<file path="src/hw/ifu_pkg.sv">
// shared definitions of the instruction fetch stage
// widths with a meaning, address source encodings and fixed entry points
package ifu_pkg;

  // byte address in the instruction space
  typedef logic [31:0] addr_t;
  // instruction word, raw or expanded
  typedef logic [31:0] instr_t;
  // one 16-bit parcel of the instruction stream
  typedef logic [15:0] half_t;
  // interrupt cause, picks the vectored entry
  typedef logic [4:0]  irq_cause_t;

  // source of the next fetch address
  typedef enum logic [2:0] {
    PC_BOOT,
    PC_JUMP,
    PC_EXC,
    PC_ERET,
    PC_DRET
  } pc_sel_e;

  // kind of trap target
  typedef enum logic [1:0] {
    EXC_PC_EXC,
    EXC_PC_IRQ,
    EXC_PC_DBD,
    EXC_PC_DBG_EXC
  } exc_pc_sel_e;

  ////////////////////
  // entry points
  ////////////////////

  // debug module halt and exception entries
  localparam addr_t DM_HALT_ADDR = 32'h1A110800;
  localparam addr_t DM_EXC_ADDR  = 32'h1A110808;

  // boot entry offset inside the 256-byte aligned boot region
  localparam logic [7:0] BOOT_OFFSET = 8'h80;

  // low mtvec bits that the trap logic ignores
  localparam int unsigned MTVEC_ALIGN_W = 8;

endpackage

</file>
<file path="src/hw/pc_select.sv">
`timescale 1ns/1ps

// next fetch address selection
// picks boot, jump, trap, return or debug target, strobes mtvec init on boot
module pc_select (
  input  ifu_pkg::pc_sel_e     pc_mux_i,
  input  ifu_pkg::exc_pc_sel_e exc_pc_mux_i,
  input  ifu_pkg::irq_cause_t  irq_cause_i,
  input  ifu_pkg::addr_t       boot_addr_i,
  input  ifu_pkg::addr_t       branch_target_i,
  input  ifu_pkg::addr_t       csr_mtvec_i,
  input  ifu_pkg::addr_t       csr_mepc_i,
  input  ifu_pkg::addr_t       csr_depc_i,
  input  logic                 pc_set_i,
  output ifu_pkg::addr_t       fetch_addr_n_o,
  output logic                 csr_mtvec_init_o
);

  import ifu_pkg::*;

  addr_t exc_pc;
  addr_t mtvec_base;
  addr_t boot_pc;

  // trap base, low bits forced to zero
  assign mtvec_base = {csr_mtvec_i[31:MTVEC_ALIGN_W], {MTVEC_ALIGN_W{1'b0}}};

  // boot region is 256-byte aligned
  assign boot_pc = {boot_addr_i[31:8], BOOT_OFFSET};

  ////////////////////
  // trap target
  ////////////////////

  always_comb begin
    case (exc_pc_mux_i)
      EXC_PC_EXC:     exc_pc = mtvec_base;
      // vectored mode, one word per cause
      EXC_PC_IRQ:     exc_pc = {csr_mtvec_i[31:MTVEC_ALIGN_W], 1'b0, irq_cause_i, 2'b00};
      EXC_PC_DBD:     exc_pc = DM_HALT_ADDR;
      EXC_PC_DBG_EXC: exc_pc = DM_EXC_ADDR;
      default:        exc_pc = mtvec_base;
    endcase
  end

  ////////////////////
  // fetch address
  ////////////////////

  always_comb begin
    case (pc_mux_i)
      PC_BOOT: fetch_addr_n_o = boot_pc;
      PC_JUMP: fetch_addr_n_o = branch_target_i;
      PC_EXC:  fetch_addr_n_o = exc_pc;
      // return from trap or from debug mode
      PC_ERET: fetch_addr_n_o = csr_mepc_i;
      PC_DRET: fetch_addr_n_o = csr_depc_i;
      default: fetch_addr_n_o = boot_pc;
    endcase
  end

  // CSR file loads its mtvec reset value on the boot redirect
  assign csr_mtvec_init_o = pc_set_i & (pc_mux_i == PC_BOOT);

endmodule

</file>
<file path="src/hw/fetch_unit.sv">
`timescale 1ns/1ps

// instruction fetch unit with a one-word buffer
// fetches aligned words over the req/gnt/rvalid bus, one request at a time,
// and realigns 16-bit parcels into whole instructions
module fetch_unit (
  input  logic            clk_i,
  input  logic            rst_ni,
  input  logic            req_i,
  input  logic            branch_i,
  input  ifu_pkg::addr_t  branch_addr_i,
  input  logic            ready_i,
  input  logic            instr_gnt_i,
  input  logic            instr_rvalid_i,
  input  ifu_pkg::instr_t instr_rdata_i,
  input  logic            instr_bus_err_i,
  output logic            instr_req_o,
  output ifu_pkg::addr_t  instr_addr_o,
  output logic            valid_o,
  output ifu_pkg::instr_t rdata_o,
  output ifu_pkg::addr_t  addr_o,
  output logic            err_o,
  output logic            err_plus2_o,
  output logic            busy_o
);

  import ifu_pkg::*;

  typedef enum logic [1:0] {
    IDLE,
    WAIT_GNT,
    WAIT_RVALID
  } fetch_state_e;

  fetch_state_e state_q, state_d;
  // response in flight belongs to a squashed fetch
  logic         discard_q, discard_d;

  // word buffer
  instr_t word_q;
  logic   word_err_q;
  logic   word_valid_q, word_valid_d;

  // high parcel left over from the previous word
  half_t  half_q;
  logic   half_err_q;
  logic   half_valid_q, half_valid_d;

  // current instruction address, bit 1 selects the parcel
  addr_t  addr_q, addr_d;
  addr_t  req_addr_q;
  addr_t  next_waddr_q;
  addr_t  branch_waddr;
  addr_t  start_addr;

  half_t  parcel;
  logic   is_c;
  logic   fill;
  logic   to_half;
  logic   start;

  ////////////////////
  // output parcel
  ////////////////////

  assign parcel = half_valid_q ? half_q : (addr_q[1] ? word_q[31:16] : word_q[15:0]);
  assign is_c   = (parcel[1:0] != 2'b11);

  // a full-size instruction in the high half needs the next word first
  assign valid_o = word_valid_q & (half_valid_q | ~addr_q[1] | is_c);
  assign rdata_o = half_valid_q ? {word_q[15:0], half_q} :
                   (addr_q[1] ? {16'h0000, word_q[31:16]} : word_q);
  assign addr_o  = addr_q;

  // error of the word holding the first parcel
  assign err_o       = half_valid_q ? half_err_q : word_err_q;
  // only the second word failed
  assign err_plus2_o = half_valid_q & ~half_err_q & word_err_q;

  ////////////////////
  // buffer control
  ////////////////////

  assign fill = (state_q == WAIT_RVALID) & instr_rvalid_i & ~discard_q;

  always_comb begin
    word_valid_d = word_valid_q;
    half_valid_d = half_valid_q;
    addr_d       = addr_q;
    to_half      = 1'b0;
    if (branch_i) begin
      // redirect drops every buffered parcel
      word_valid_d = 1'b0;
      half_valid_d = 1'b0;
      addr_d       = {branch_addr_i[31:1], 1'b0};
    end else begin
      if (valid_o && ready_i) begin
        addr_d       = addr_q + (is_c ? 32'd2 : 32'd4);
        half_valid_d = 1'b0;
        // word is used up unless its high parcel is still pending
        if (!half_valid_q && (addr_q[1] || !is_c)) begin
          word_valid_d = 1'b0;
        end
      end else if (word_valid_q && !half_valid_q && addr_q[1] && !is_c) begin
        // park the low half of a straddling instruction
        to_half      = 1'b1;
        half_valid_d = 1'b1;
        word_valid_d = 1'b0;
      end
      if (fill) begin
        word_valid_d = 1'b1;
      end
    end
  end

  ////////////////////
  // bus FSM
  ////////////////////

  assign branch_waddr = {branch_addr_i[31:2], 2'b00};
  assign start_addr   = branch_i ? branch_waddr : next_waddr_q;
  // new word only once the buffer runs empty
  assign start        = (state_q == IDLE) & req_i & ~word_valid_d;

  always_comb begin
    state_d   = state_q;
    discard_d = discard_q;
    case (state_q)
      IDLE: begin
        if (start) begin
          state_d = WAIT_GNT;
        end
      end
      WAIT_GNT: begin
        if (instr_gnt_i) begin
          state_d = WAIT_RVALID;
        end
      end
      WAIT_RVALID: begin
        if (instr_rvalid_i) begin
          state_d   = IDLE;
          discard_d = 1'b0;
        end
      end
      default: state_d = IDLE;
    endcase
    // redirect while a request is open, its response gets dropped
    if (branch_i && (state_q != IDLE) && !((state_q == WAIT_RVALID) && instr_rvalid_i)) begin
      discard_d = 1'b1;
    end
  end

  assign instr_req_o  = (state_q == WAIT_GNT);
  assign instr_addr_o = req_addr_q;
  assign busy_o       = (state_q != IDLE);

  always_ff @(posedge clk_i or negedge rst_ni) begin
    if (!rst_ni) begin
      state_q      <= IDLE;
      discard_q    <= 1'b0;
      word_valid_q <= 1'b0;
      half_valid_q <= 1'b0;
      addr_q       <= '0;
      req_addr_q   <= '0;
      next_waddr_q <= '0;
      word_q       <= '0;
      word_err_q   <= 1'b0;
      half_q       <= '0;
      half_err_q   <= 1'b0;
    end else begin
      state_q      <= state_d;
      discard_q    <= discard_d;
      word_valid_q <= word_valid_d;
      half_valid_q <= half_valid_d;
      addr_q       <= addr_d;
      // address stays put on the bus until granted
      if (start) begin
        req_addr_q   <= start_addr;
        next_waddr_q <= start_addr + 32'd4;
      end else if (branch_i) begin
        next_waddr_q <= branch_waddr;
      end
      if (fill) begin
        word_q     <= instr_rdata_i;
        word_err_q <= instr_bus_err_i;
      end
      if (to_half) begin
        half_q     <= word_q[31:16];
        half_err_q <= word_err_q;
      end
    end
  end

endmodule

</file>
<file path="src/hw/compressed_expander.sv">
`timescale 1ns/1ps

// compressed instruction expander
// turns C.ADDI, C.LI, C.MV and C.ADD into 32-bit forms, flags other
// compressed encodings as illegal
module compressed_expander (
  input  ifu_pkg::instr_t instr_i,
  output ifu_pkg::instr_t instr_o,
  output logic            is_compressed_o,
  output logic            illegal_o
);

  import ifu_pkg::*;

  half_t       parcel;
  logic [4:0]  rd;
  logic [4:0]  rs2;
  logic [11:0] imm;

  assign parcel = instr_i[15:0];
  assign rd     = parcel[11:7];
  assign rs2    = parcel[6:2];

  // CI immediate, sign extended to 12 bits
  assign imm = {{6{parcel[12]}}, parcel[12], parcel[6:2]};

  // full-size instructions end in 2'b11
  assign is_compressed_o = (parcel[1:0] != 2'b11);

  always_comb begin
    // unsupported parcels go out zero extended
    instr_o   = {16'h0000, parcel};
    illegal_o = 1'b0;
    if (!is_compressed_o) begin
      instr_o = instr_i;
    end else begin
      // funct3 and quadrant
      case ({parcel[15:13], parcel[1:0]})
        5'b000_01: begin
          // c.addi, also c.nop -> addi rd, rd, imm
          instr_o = {imm, rd, 3'b000, rd, 7'b0010011};
        end
        5'b010_01: begin
          // c.li -> addi rd, x0, imm
          instr_o = {imm, 5'd0, 3'b000, rd, 7'b0010011};
        end
        5'b100_10: begin
          if (rs2 == 5'd0) begin
            // c.jr, c.jalr and c.ebreak not supported
            illegal_o = 1'b1;
          end else if (parcel[12]) begin
            // c.add -> add rd, rd, rs2
            instr_o = {7'b0000000, rs2, rd, 3'b000, rd, 7'b0110011};
          end else begin
            // c.mv -> add rd, x0, rs2
            instr_o = {7'b0000000, rs2, 5'd0, 3'b000, rd, 7'b0110011};
          end
        end
        default: begin
          illegal_o = 1'b1;
        end
      endcase
    end
  end

endmodule

</file>
<file path="src/hw/if_id_register.sv">
`timescale 1ns/1ps

// IF-ID pipeline register
// hands the fetched instruction to decode with its valid and new flags
module if_id_register (
  input  logic            clk_i,
  input  logic            rst_ni,
  input  logic            if_valid_i,
  input  logic            id_in_ready_i,
  input  logic            pc_set_i,
  input  logic            instr_valid_clear_i,
  input  ifu_pkg::instr_t instr_i,
  input  ifu_pkg::half_t  instr_c_i,
  input  logic            is_compressed_i,
  input  logic            illegal_c_i,
  input  logic            err_i,
  input  logic            err_plus2_i,
  input  ifu_pkg::addr_t  pc_if_i,
  output logic            fetch_ready_o,
  output logic            instr_valid_id_o,
  output logic            instr_new_id_o,
  output ifu_pkg::instr_t instr_rdata_id_o,
  output ifu_pkg::instr_t instr_rdata_alu_id_o,
  output ifu_pkg::half_t  instr_rdata_c_id_o,
  output logic            instr_is_compressed_id_o,
  output logic            illegal_c_insn_id_o,
  output logic            instr_fetch_err_o,
  output logic            instr_fetch_err_plus2_o,
  output ifu_pkg::addr_t  pc_id_o
);

  logic take;

  assign fetch_ready_o = id_in_ready_i;

  // a redirect in the same cycle squashes the instruction
  assign take = if_valid_i & id_in_ready_i & ~pc_set_i;

  always_ff @(posedge clk_i or negedge rst_ni) begin
    if (!rst_ni) begin
      instr_valid_id_o <= 1'b0;
      instr_new_id_o   <= 1'b0;
    end else begin
      // valid holds until decode is done with it
      instr_valid_id_o <= take | (instr_valid_id_o & ~instr_valid_clear_i);
      instr_new_id_o   <= take;
    end
  end

  ////////////////////
  // payload
  ////////////////////

  always_ff @(posedge clk_i or negedge rst_ni) begin
    if (!rst_ni) begin
      instr_rdata_id_o         <= '0;
      instr_rdata_alu_id_o     <= '0;
      instr_rdata_c_id_o       <= '0;
      instr_is_compressed_id_o <= 1'b0;
      illegal_c_insn_id_o      <= 1'b0;
      instr_fetch_err_o        <= 1'b0;
      instr_fetch_err_plus2_o  <= 1'b0;
      pc_id_o                  <= '0;
    end else if (take) begin
      instr_rdata_id_o         <= instr_i;
      // second copy feeds the ALU operand path, less fan-out
      instr_rdata_alu_id_o     <= instr_i;
      instr_rdata_c_id_o       <= instr_c_i;
      instr_is_compressed_id_o <= is_compressed_i;
      illegal_c_insn_id_o      <= illegal_c_i;
      instr_fetch_err_o        <= err_i;
      instr_fetch_err_plus2_o  <= err_plus2_i;
      pc_id_o                  <= pc_if_i;
    end
  end

endmodule

</file>
<file path="src/hw/if_stage.sv">
`timescale 1ns/1ps

// instruction fetch stage top level
// address select, bus fetch, compressed expansion and the IF-ID register
module if_stage (
  input  logic                 clk_i,
  input  logic                 rst_ni,
  input  logic                 req_i,
  // instruction bus
  output logic                 instr_req_o,
  output ifu_pkg::addr_t       instr_addr_o,
  input  logic                 instr_gnt_i,
  input  logic                 instr_rvalid_i,
  input  ifu_pkg::instr_t      instr_rdata_i,
  input  logic                 instr_bus_err_i,
  // redirect control
  input  logic                 pc_set_i,
  input  ifu_pkg::pc_sel_e     pc_mux_i,
  input  ifu_pkg::exc_pc_sel_e exc_pc_mux_i,
  input  ifu_pkg::irq_cause_t  irq_cause_i,
  input  ifu_pkg::addr_t       boot_addr_i,
  input  ifu_pkg::addr_t       branch_target_i,
  input  ifu_pkg::addr_t       csr_mtvec_i,
  input  ifu_pkg::addr_t       csr_mepc_i,
  input  ifu_pkg::addr_t       csr_depc_i,
  // decode handshake
  input  logic                 instr_valid_clear_i,
  input  logic                 id_in_ready_i,
  output logic                 instr_valid_id_o,
  output logic                 instr_new_id_o,
  output ifu_pkg::instr_t      instr_rdata_id_o,
  output ifu_pkg::instr_t      instr_rdata_alu_id_o,
  output ifu_pkg::half_t       instr_rdata_c_id_o,
  output logic                 instr_is_compressed_id_o,
  output logic                 illegal_c_insn_id_o,
  output logic                 instr_fetch_err_o,
  output logic                 instr_fetch_err_plus2_o,
  output ifu_pkg::addr_t       pc_id_o,
  output ifu_pkg::addr_t       pc_if_o,
  output logic                 csr_mtvec_init_o,
  output logic                 if_busy_o
);

  import ifu_pkg::*;

  addr_t  fetch_addr_n;
  logic   fetch_valid;
  logic   fetch_ready;
  instr_t fetch_rdata;
  logic   fetch_err;
  logic   fetch_err_plus2;
  instr_t instr_expanded;
  logic   instr_is_compressed;
  logic   illegal_c_insn;

  pc_select pc_select_inst (
    .pc_mux_i         (pc_mux_i),
    .exc_pc_mux_i     (exc_pc_mux_i),
    .irq_cause_i      (irq_cause_i),
    .boot_addr_i      (boot_addr_i),
    .branch_target_i  (branch_target_i),
    .csr_mtvec_i      (csr_mtvec_i),
    .csr_mepc_i       (csr_mepc_i),
    .csr_depc_i       (csr_depc_i),
    .pc_set_i         (pc_set_i),
    .fetch_addr_n_o   (fetch_addr_n),
    .csr_mtvec_init_o (csr_mtvec_init_o)
  );

  // the redirect strobe doubles as the fetch branch request
  fetch_unit fetch_unit_inst (
    .clk_i           (clk_i),
    .rst_ni          (rst_ni),
    .req_i           (req_i),
    .branch_i        (pc_set_i),
    .branch_addr_i   (fetch_addr_n),
    .ready_i         (fetch_ready),
    .instr_gnt_i     (instr_gnt_i),
    .instr_rvalid_i  (instr_rvalid_i),
    .instr_rdata_i   (instr_rdata_i),
    .instr_bus_err_i (instr_bus_err_i),
    .instr_req_o     (instr_req_o),
    .instr_addr_o    (instr_addr_o),
    .valid_o         (fetch_valid),
    .rdata_o         (fetch_rdata),
    .addr_o          (pc_if_o),
    .err_o           (fetch_err),
    .err_plus2_o     (fetch_err_plus2),
    .busy_o          (if_busy_o)
  );

  compressed_expander compressed_expander_inst (
    .instr_i         (fetch_rdata),
    .instr_o         (instr_expanded),
    .is_compressed_o (instr_is_compressed),
    .illegal_o       (illegal_c_insn)
  );

  // raw parcel kept for mtval
  if_id_register if_id_register_inst (
    .clk_i                    (clk_i),
    .rst_ni                   (rst_ni),
    .if_valid_i               (fetch_valid),
    .id_in_ready_i            (id_in_ready_i),
    .pc_set_i                 (pc_set_i),
    .instr_valid_clear_i      (instr_valid_clear_i),
    .instr_i                  (instr_expanded),
    .instr_c_i                (fetch_rdata[15:0]),
    .is_compressed_i          (instr_is_compressed),
    .illegal_c_i              (illegal_c_insn),
    .err_i                    (fetch_err),
    .err_plus2_i              (fetch_err_plus2),
    .pc_if_i                  (pc_if_o),
    .fetch_ready_o            (fetch_ready),
    .instr_valid_id_o         (instr_valid_id_o),
    .instr_new_id_o           (instr_new_id_o),
    .instr_rdata_id_o         (instr_rdata_id_o),
    .instr_rdata_alu_id_o     (instr_rdata_alu_id_o),
    .instr_rdata_c_id_o       (instr_rdata_c_id_o),
    .instr_is_compressed_id_o (instr_is_compressed_id_o),
    .illegal_c_insn_id_o      (illegal_c_insn_id_o),
    .instr_fetch_err_o        (instr_fetch_err_o),
    .instr_fetch_err_plus2_o  (instr_fetch_err_plus2_o),
    .pc_id_o                  (pc_id_o)
  );

endmodule

</file>
<file path="config.mk">
export PLATFORM = sky130hd
export DESIGN_NAME = if_stage
export DESIGN_NICKNAME = d
export VERILOG_FILES = /design/src/hw/ifu_pkg.sv /design/src/hw/pc_select.sv /design/src/hw/fetch_unit.sv /design/src/hw/compressed_expander.sv /design/src/hw/if_id_register.sv /design/src/hw/if_stage.sv
export SDC_FILE = /design/constraint.sdc
export NUM_CORES = 1
export LEC_CHECK = 0
export BUFFER_PORTS_ARGS = -buffer_cell sky130_fd_sc_hd__buf_2
export CAP_MARGIN = 20
export CORE_MARGIN = 2
export CORE_UTILIZATION = 55
export CTS_CLUSTER_SIZE = 16
export DETAILED_ROUTE_END_ITERATION = 6
export PLACE_DENSITY_LB_ADDON = 0.12
export SYNTH_ARGS = -nofsm -noshare
export SYNTH_HDL_FRONTEND = slang
export SYNTH_SLANG_ARGS = --single-unit
export TNS_END_PERCENT = 100
</file>
<file path="constraint.sdc">
create_clock -name clk_i -period 6.85 [get_ports clk_i]
set_input_delay 2.055 -clock clk_i [delete_from_list [all_inputs] [get_ports clk_i]]
set_output_delay 2.055 -clock clk_i [all_outputs]
set_load 0.02 [all_outputs]
</file>
==> flow_summary.ini, run 1 <==
[status]
outcome = complete, no violations

[power]
power_uw = 5320
power.density_mw_per_mm2 = 361
power_leakage_uw = 0.00742
peakVddDrop_mv = 0.206

[floorplanning]
die_height_um = 152
floorplan.rows = 54
ioPinCount = 396
start_util = 0.558
die_area_mm2 = 0.0232
core_mm2 = 0.0217
chipWidth_um = 152

[synth]
ys_ff_latch = 230
synthFlopType = dfrtp_1
synth_area_mm2 = 0.0121
yosysWarnings = 0
ys_seq_area_frac = 0.475
syn_inst = 1257
synthArstFlopShare = 1.00
synth.area.top_cells = dfrtp_1 (48%), nand2_1 (6.8%), mux2_2 (4.8%)
netlist.area_leader.share = 0.475
synthTopCellsByCount = dfrtp_1 (230), nand2_1 (220), nor2_1 (77), a21oi_1 (69), o21ai_0 (66)
postSynthAreaPerCell_um2 = 9.63
synth_edf_count = 0
yosysTopAreaCell = dfrtp_1
yosysUniqueCellTypes = 77
synth.most_common_cell = dfrtp_1

[timing]
tightest_slew_ps = 1080
finalHoldViolations = 0
hold_ws_ps = 467
post-route-period-util = 0.765
slew_headroom = 0.276
setup_viol = 0
setup_tns_ps = 0
fin_crit_ps = 5240
finalClockSkew_ps = 11.5
rsz0062_at_grt = false
drv_slew = 0
fmax_mhz = 191

[grt]
grt_pass1_wl_um = 59700
grt_max_degree = 168
antenna_found_initial = 3
overflow = 0
gr-usage-all-layers = 0.325
grt_pass1_vias = 10700

[clock_tree]
clock_latency_ps = 520
path_clk_slew_ps = 60
cts_resized = 0
post_cts_buffers = 0
numCtsBuffers = 24
clockBufferDepth = 3
ctsHoldBuffers = 0
clock_sinks = 230
cts_tree = yes
clockRootBuffer = clkbuf_16
cts-htree-levels = 1

[cells_and_area]
nets = 1771
drive_gt1_frac = 0.336
fillers = 1784
post-route-util = 0.680
area_growth_pct = 21.9

[route]
route.vias.total = 10900
viasPerCell = 5.90
drt_iter0_drc = 769
routedWlPerCell_um = 20.7
first_pass_iters = 7
wl_um = 38400
drc_errors = 0
drtAntennaViolNets = 0

[min_path]
hold_path.class = reg -> reg
whs_path_depth = 1

[place]
port_buffers = 374
hpwl_um = 28000
gp_congestion = 0.891

[setup_path]
critPathMaxFanout = 34
critical_path_class = in -> reg
endpoint_kind = flip-flop
required_ps = 7240
arrival_ps = 5630
startpoint_type = primary input
reg2regPathDepth = 12

[job]
drv_cap = 0
-- layer usage --
metal,share of wire,global-route usage,vias to the layer above
li1,-,-,5036
met1,0.39,0.420,5275
met2,0.48,0.548,554
met3,0.083,0.0555,78
met4,0.040,0.128,2
met5,0.00031,0,-
-- worst paths after layout --
check,from,end,slack (ps)
min in group asynchronous,rst_ni,if_id_register_inst.instr_rdata_id_o[27],1460
worst max-delay path,pc_mux_i[0],fetch_unit_inst.next_waddr_q[31],1610
worst min-delay path,fetch_unit_inst.half_q[0],fetch_unit_inst.half_q[0],470
worst max register to register,fetch_unit_inst.half_valid_q,fetch_unit_inst.next_waddr_q[31],1720
worst min register to register,fetch_unit_inst.half_q[0],fetch_unit_inst.half_q[0],470
max in group asynchronous,rst_ni,if_id_register_inst.pc_id_o[17],4080
-- state kept, by name (all words and copies together) (netlist names), 2 cells and up --
signal and cells:
if_id_register_inst.pc_id_o 31, fetch_unit_inst.next_waddr_q 32, fetch_unit_inst.addr_o 31, if_id_register_inst.instr_rdata_id_o 27, if_id_register_inst.instr_rdata_c_id_o 16, fetch_unit_inst.word_q 32, fetch_unit_inst.half_q 16, fetch_unit_inst.instr_addr_o 32
fetch_unit_inst.state_q 2
-- cells in the final DEF (no fill, tap or decap), drive strengths merged, types with 14 or more instances in the layout --
cell	instances
mux2i	23
a22oi	23
xnor2	17
inv	21
nand3	19
nand2b	15
nand2	220
a21oi	69
o21ai	67
buf	393
clkbuf	34
o221ai	16
nor2	78
o21a	31
mux2	52
a21o	14
xor2	20
and3	14
dfrtp	230
-- report_power, final --
group,leakage [uW],internal [uW],switching (uW)
clock,0.000435,910,553
sequential,0.00299,1740,297
combinational,0.00399,656,1170
-- worst max-delay path: stages --
cell and delay, ps:
buf_2 480, or3b_1 520, o2111a_1 270, o221ai_1 250, a21boi_1 300, and4bb_1 390
or4b_1 640, or4_1 540, xor2_1 150
-- through the flow --
| step | worst slack, ps | cell area, um2 | cells |
|---|---|---|---|
| finish | 1610 | 14800 | 1856 |
| global route | 1470 | 14700 | 1855 |
| CTS | 1650 | 14700 | 1852 |
| detailed placement | 1110 | 13800 | 1808 |
| global placement | 1170 | 13800 | 1807 |
| floorplan | 1050 | 12100 | 1258 |
-- final cells by class --
| class | instances | area, um2 | share of cell area |
|---|---|---|---|
| Timing Repair Buffer | 393 | 2050 | 0.139 |
| Inverter | 21 | 78.8 | 0.00534 |
| Clock buffer | 34 | 709 | 0.0481 |
| Tap cell | 280 | 350 | 0.0237 |
| Antenna cell | 3 | 7.51 | 0.000509 |
| Clock inverter | 10 | 181 | 0.0123 |
| Multi-Input combinational cell | 885 | 5620 | 0.381 |
| Sequential cell | 230 | 5760 | 0.390 |
-- logic make-up after synthesis --
| group | Yosys count | share of synthesized area |
|---|---|---|
| xor+xnor | 37 | 0.0268 |
| fa+ha+maj | 5 | 0.00579 |
| mux | 76 | 0.0693 |
| simple gates | 438 | 0.175 |
| buf+inv | 143 | 0.0629 |
| other cells | 1 | 0.000310 |
| flops | 230 | 0.475 |
| compound gates | 327 | 0.184 |
(Power assumes the default switching activity.)
==> inputs of run 2 (changes only) <==
--- a/config.mk
+++ b/config.mk
@@ -7,8 +7,9 @@
 export LEC_CHECK = 0
 export BUFFER_PORTS_ARGS = -buffer_cell sky130_fd_sc_hd__buf_2
 export CAP_MARGIN = 20
+export CORE_ASPECT_RATIO = 1.5
 export CORE_MARGIN = 2
-export CORE_UTILIZATION = 55
+export CORE_UTILIZATION = 52
 export CTS_CLUSTER_SIZE = 16
 export DETAILED_ROUTE_END_ITERATION = 6
 export PLACE_DENSITY_LB_ADDON = 0.12
==> constraint.sdc (replaced) <==
create_clock -name clk_i -period 5.1 [get_ports clk_i]
set_input_delay 1.53 -clock clk_i [delete_from_list [all_inputs] [get_ports clk_i]]
set_output_delay 1.53 -clock clk_i [all_outputs]
set_load 0.02 [all_outputs]
==> run 2 against run 1 <==
Net effect:
- combinational power rose by 37%
- non-clock buffer count up 26
- the flow now finishes with violations (design-rule violations)
- via count grew 0.69%
- sequential power increased by 34%
- first-iteration DRC count rose by 7.5%
- flip-flop and latch count unchanged
- clock skew is 6.3 ps higher
- cell count up 1.3%
- clock-buffer cell count fell by 5
- highest routed layer is now met4
- register-to-register slack worse by 900 ps
==> flow_summary.ini, run 2 (synthesized netlist as in run 1, its figures left out) <==
[timing]
setup_viol = 0
finalClockSkew_ps = 17.7
setup_tns_ps = 0
post-route-period-util = 0.845
tightest_slew_ps = 1080
fin_crit_ps = 4310
rsz0062_at_grt = false
hold_ws_ps = 466
finalHoldViolations = 0
drv_slew = 0
fmax_mhz = 232
slew_headroom = 0.277

[floorplanning]
die_area_mm2 = 0.0245
start_util = 0.527
ioPinCount = 396
die_height_um = 191
floorplan.rows = 68
chipWidth_um = 129
core_mm2 = 0.0230

[setup_path]
crit_chain = buf_2, nor4b_4, buf_4, and2_1, o221a_2, o2bb2ai_1, and4bb_1, or4b_1, buf_4, nor4b_1, xnor2_1
endpoint_kind = flip-flop
path_delay_family = simple AND/OR/NAND/NOR gates
cp-endpoint = fetch_unit_inst.next_waddr_q[29]
critPathSlowestCell = or4b_1
ff2ff_setup_slack_ps = 820
cpPeakStageDelay_ps = 520
cp-startpoint = pc_mux_i[1]
cp.depth = 11
arrival_ps = 4760
worstReg2RegStart = fetch_unit_inst.addr_o[1]
startpoint_type = primary input
critical_path_class = in -> reg
reg2regPathDepth = 12
path_buf_inv = 3
path_common_cell = buf_4
critPathMaxFanout = 27
required_ps = 5550
rr_endpoint = fetch_unit_inst.next_waddr_q[16]

[cells_and_area]
mostFrequentLayoutCell = buf_2
drive_gt1_frac = 0.348
fin_area_mm2 = 0.0148
area_growth_pct = 22.6
fin_cells = 1880
layout_common_cells = buf_2 (373), dfrtp_1 (230), nand2_1 (219)
nets = 1796

[grt]
grt_pass1_vias = 11000
grt_max_degree = 121
overflow = 0
gr-usage-all-layers = 0.327
antenna_found_initial = 3
grt_pass1_wl_um = 62000

[job]
drv_cap = 0

[power]
peakVddDrop_mv = 0.283
power_leakage_uw = 0.00749
power_uw = 6960
power.density_mw_per_mm2 = 469

[route]
drtAntennaViolNets = 0
first_pass_iters = 7
wl_um = 40500
route.vias.total = 11000
viasPerCell = 5.86
routedWlPerCell_um = 21.6
drt_iter0_drc = 827
drc_errors = 2

[clock_tree]
cts_tree = yes
cts-htree-levels = 1
clockBufferDepth = 3
clockRootBuffer = clkbuf_16
numCtsBuffers = 23
ctsHoldBuffers = 0
post_cts_buffers = 0
clock_latency_ps = 530
clock_sinks = 230
path_clk_slew_ps = 70
cts_resized = 0

[min_path]
hold_path.class = reg -> reg

[place]
gp_congestion = 0.967
place_area_mm2 = 0.0141
place_inst = 1834
port_buffers = 374
hpwl_um = 30700

[status]
outcome = finished, violations left
violations = design-rule violations
-- run 2: cell count changes in the layout (fill, tap and decap cells not counted), moves of 2 or more --
cell        previous run  this run
bufinv_16              5         1
clkbuf_1               4         1
buf_4                 17        41
clkbuf_16             25        23
clkinvlp_4             1         4
-- run 2: area by class of cell --
cell class | instances | area [um2]
repair buffers | 419 | 2260
multi-input cells | 885 | 5620
clock inverters | 13 | 126
flip-flops and latches | 230 | 5760
diodes | 3 | 7.51
clock buffers | 29 | 648
well taps | 280 | 350
fillers | 1997 | 8130
inverters | 21 | 78.8
-- run 2: layer usage --
metal / part of all wire / global-route usage
met1: 0.39 / 0.401
met2: 0.50 / 0.564
met3: 0.063 / 0.0421
met4: 0.054 / 0.164
met5: 0 / 0
-- run 2: power by group --
| part | switching (uW) | internal [uW] |
|---|---|---|
| registers | 396 | 2340 |
| logic | 1600 | 909 |
| clock network | 757 | 967 |
-- run 2: how the worst min path moves through the flow --
stage,start,to,slack [ps],depth (start not counted)
floorplan,fetch_unit_inst.half_q[1],fetch_unit_inst.half_q[1],440,1
global placement,if_id_register_inst.illegal_c_insn_id_o,if_id_register_inst.illegal_c_insn_id_o,450,2
detailed placement,if_id_register_inst.instr_fetch_err_plus2_o,if_id_register_inst.instr_fetch_err_plus2_o,450,2
CTS,if_id_register_inst.illegal_c_insn_id_o,if_id_register_inst.illegal_c_insn_id_o,470,2
global route,if_id_register_inst.pc_id_o[3],if_id_register_inst.pc_id_o[3],490,2
finish,if_id_register_inst.instr_fetch_err_plus2_o,if_id_register_inst.instr_fetch_err_plus2_o,470,2
-- run 2: metrics by stage --
step / worst slack, ps / utilization
after CTS: 848 / 0.645
after global routing: 586 / 0.646
after detailed placement: 311 / 0.612
final: 792 / 0.646
after floorplan: 345 / -
after global placement: 341 / 0.612
-- run 2: tightest hold or removal path: stages, from the launching register on --
cell,delay (ps)
dfrtp_1,340
nand2_1,50
nand2_1,50
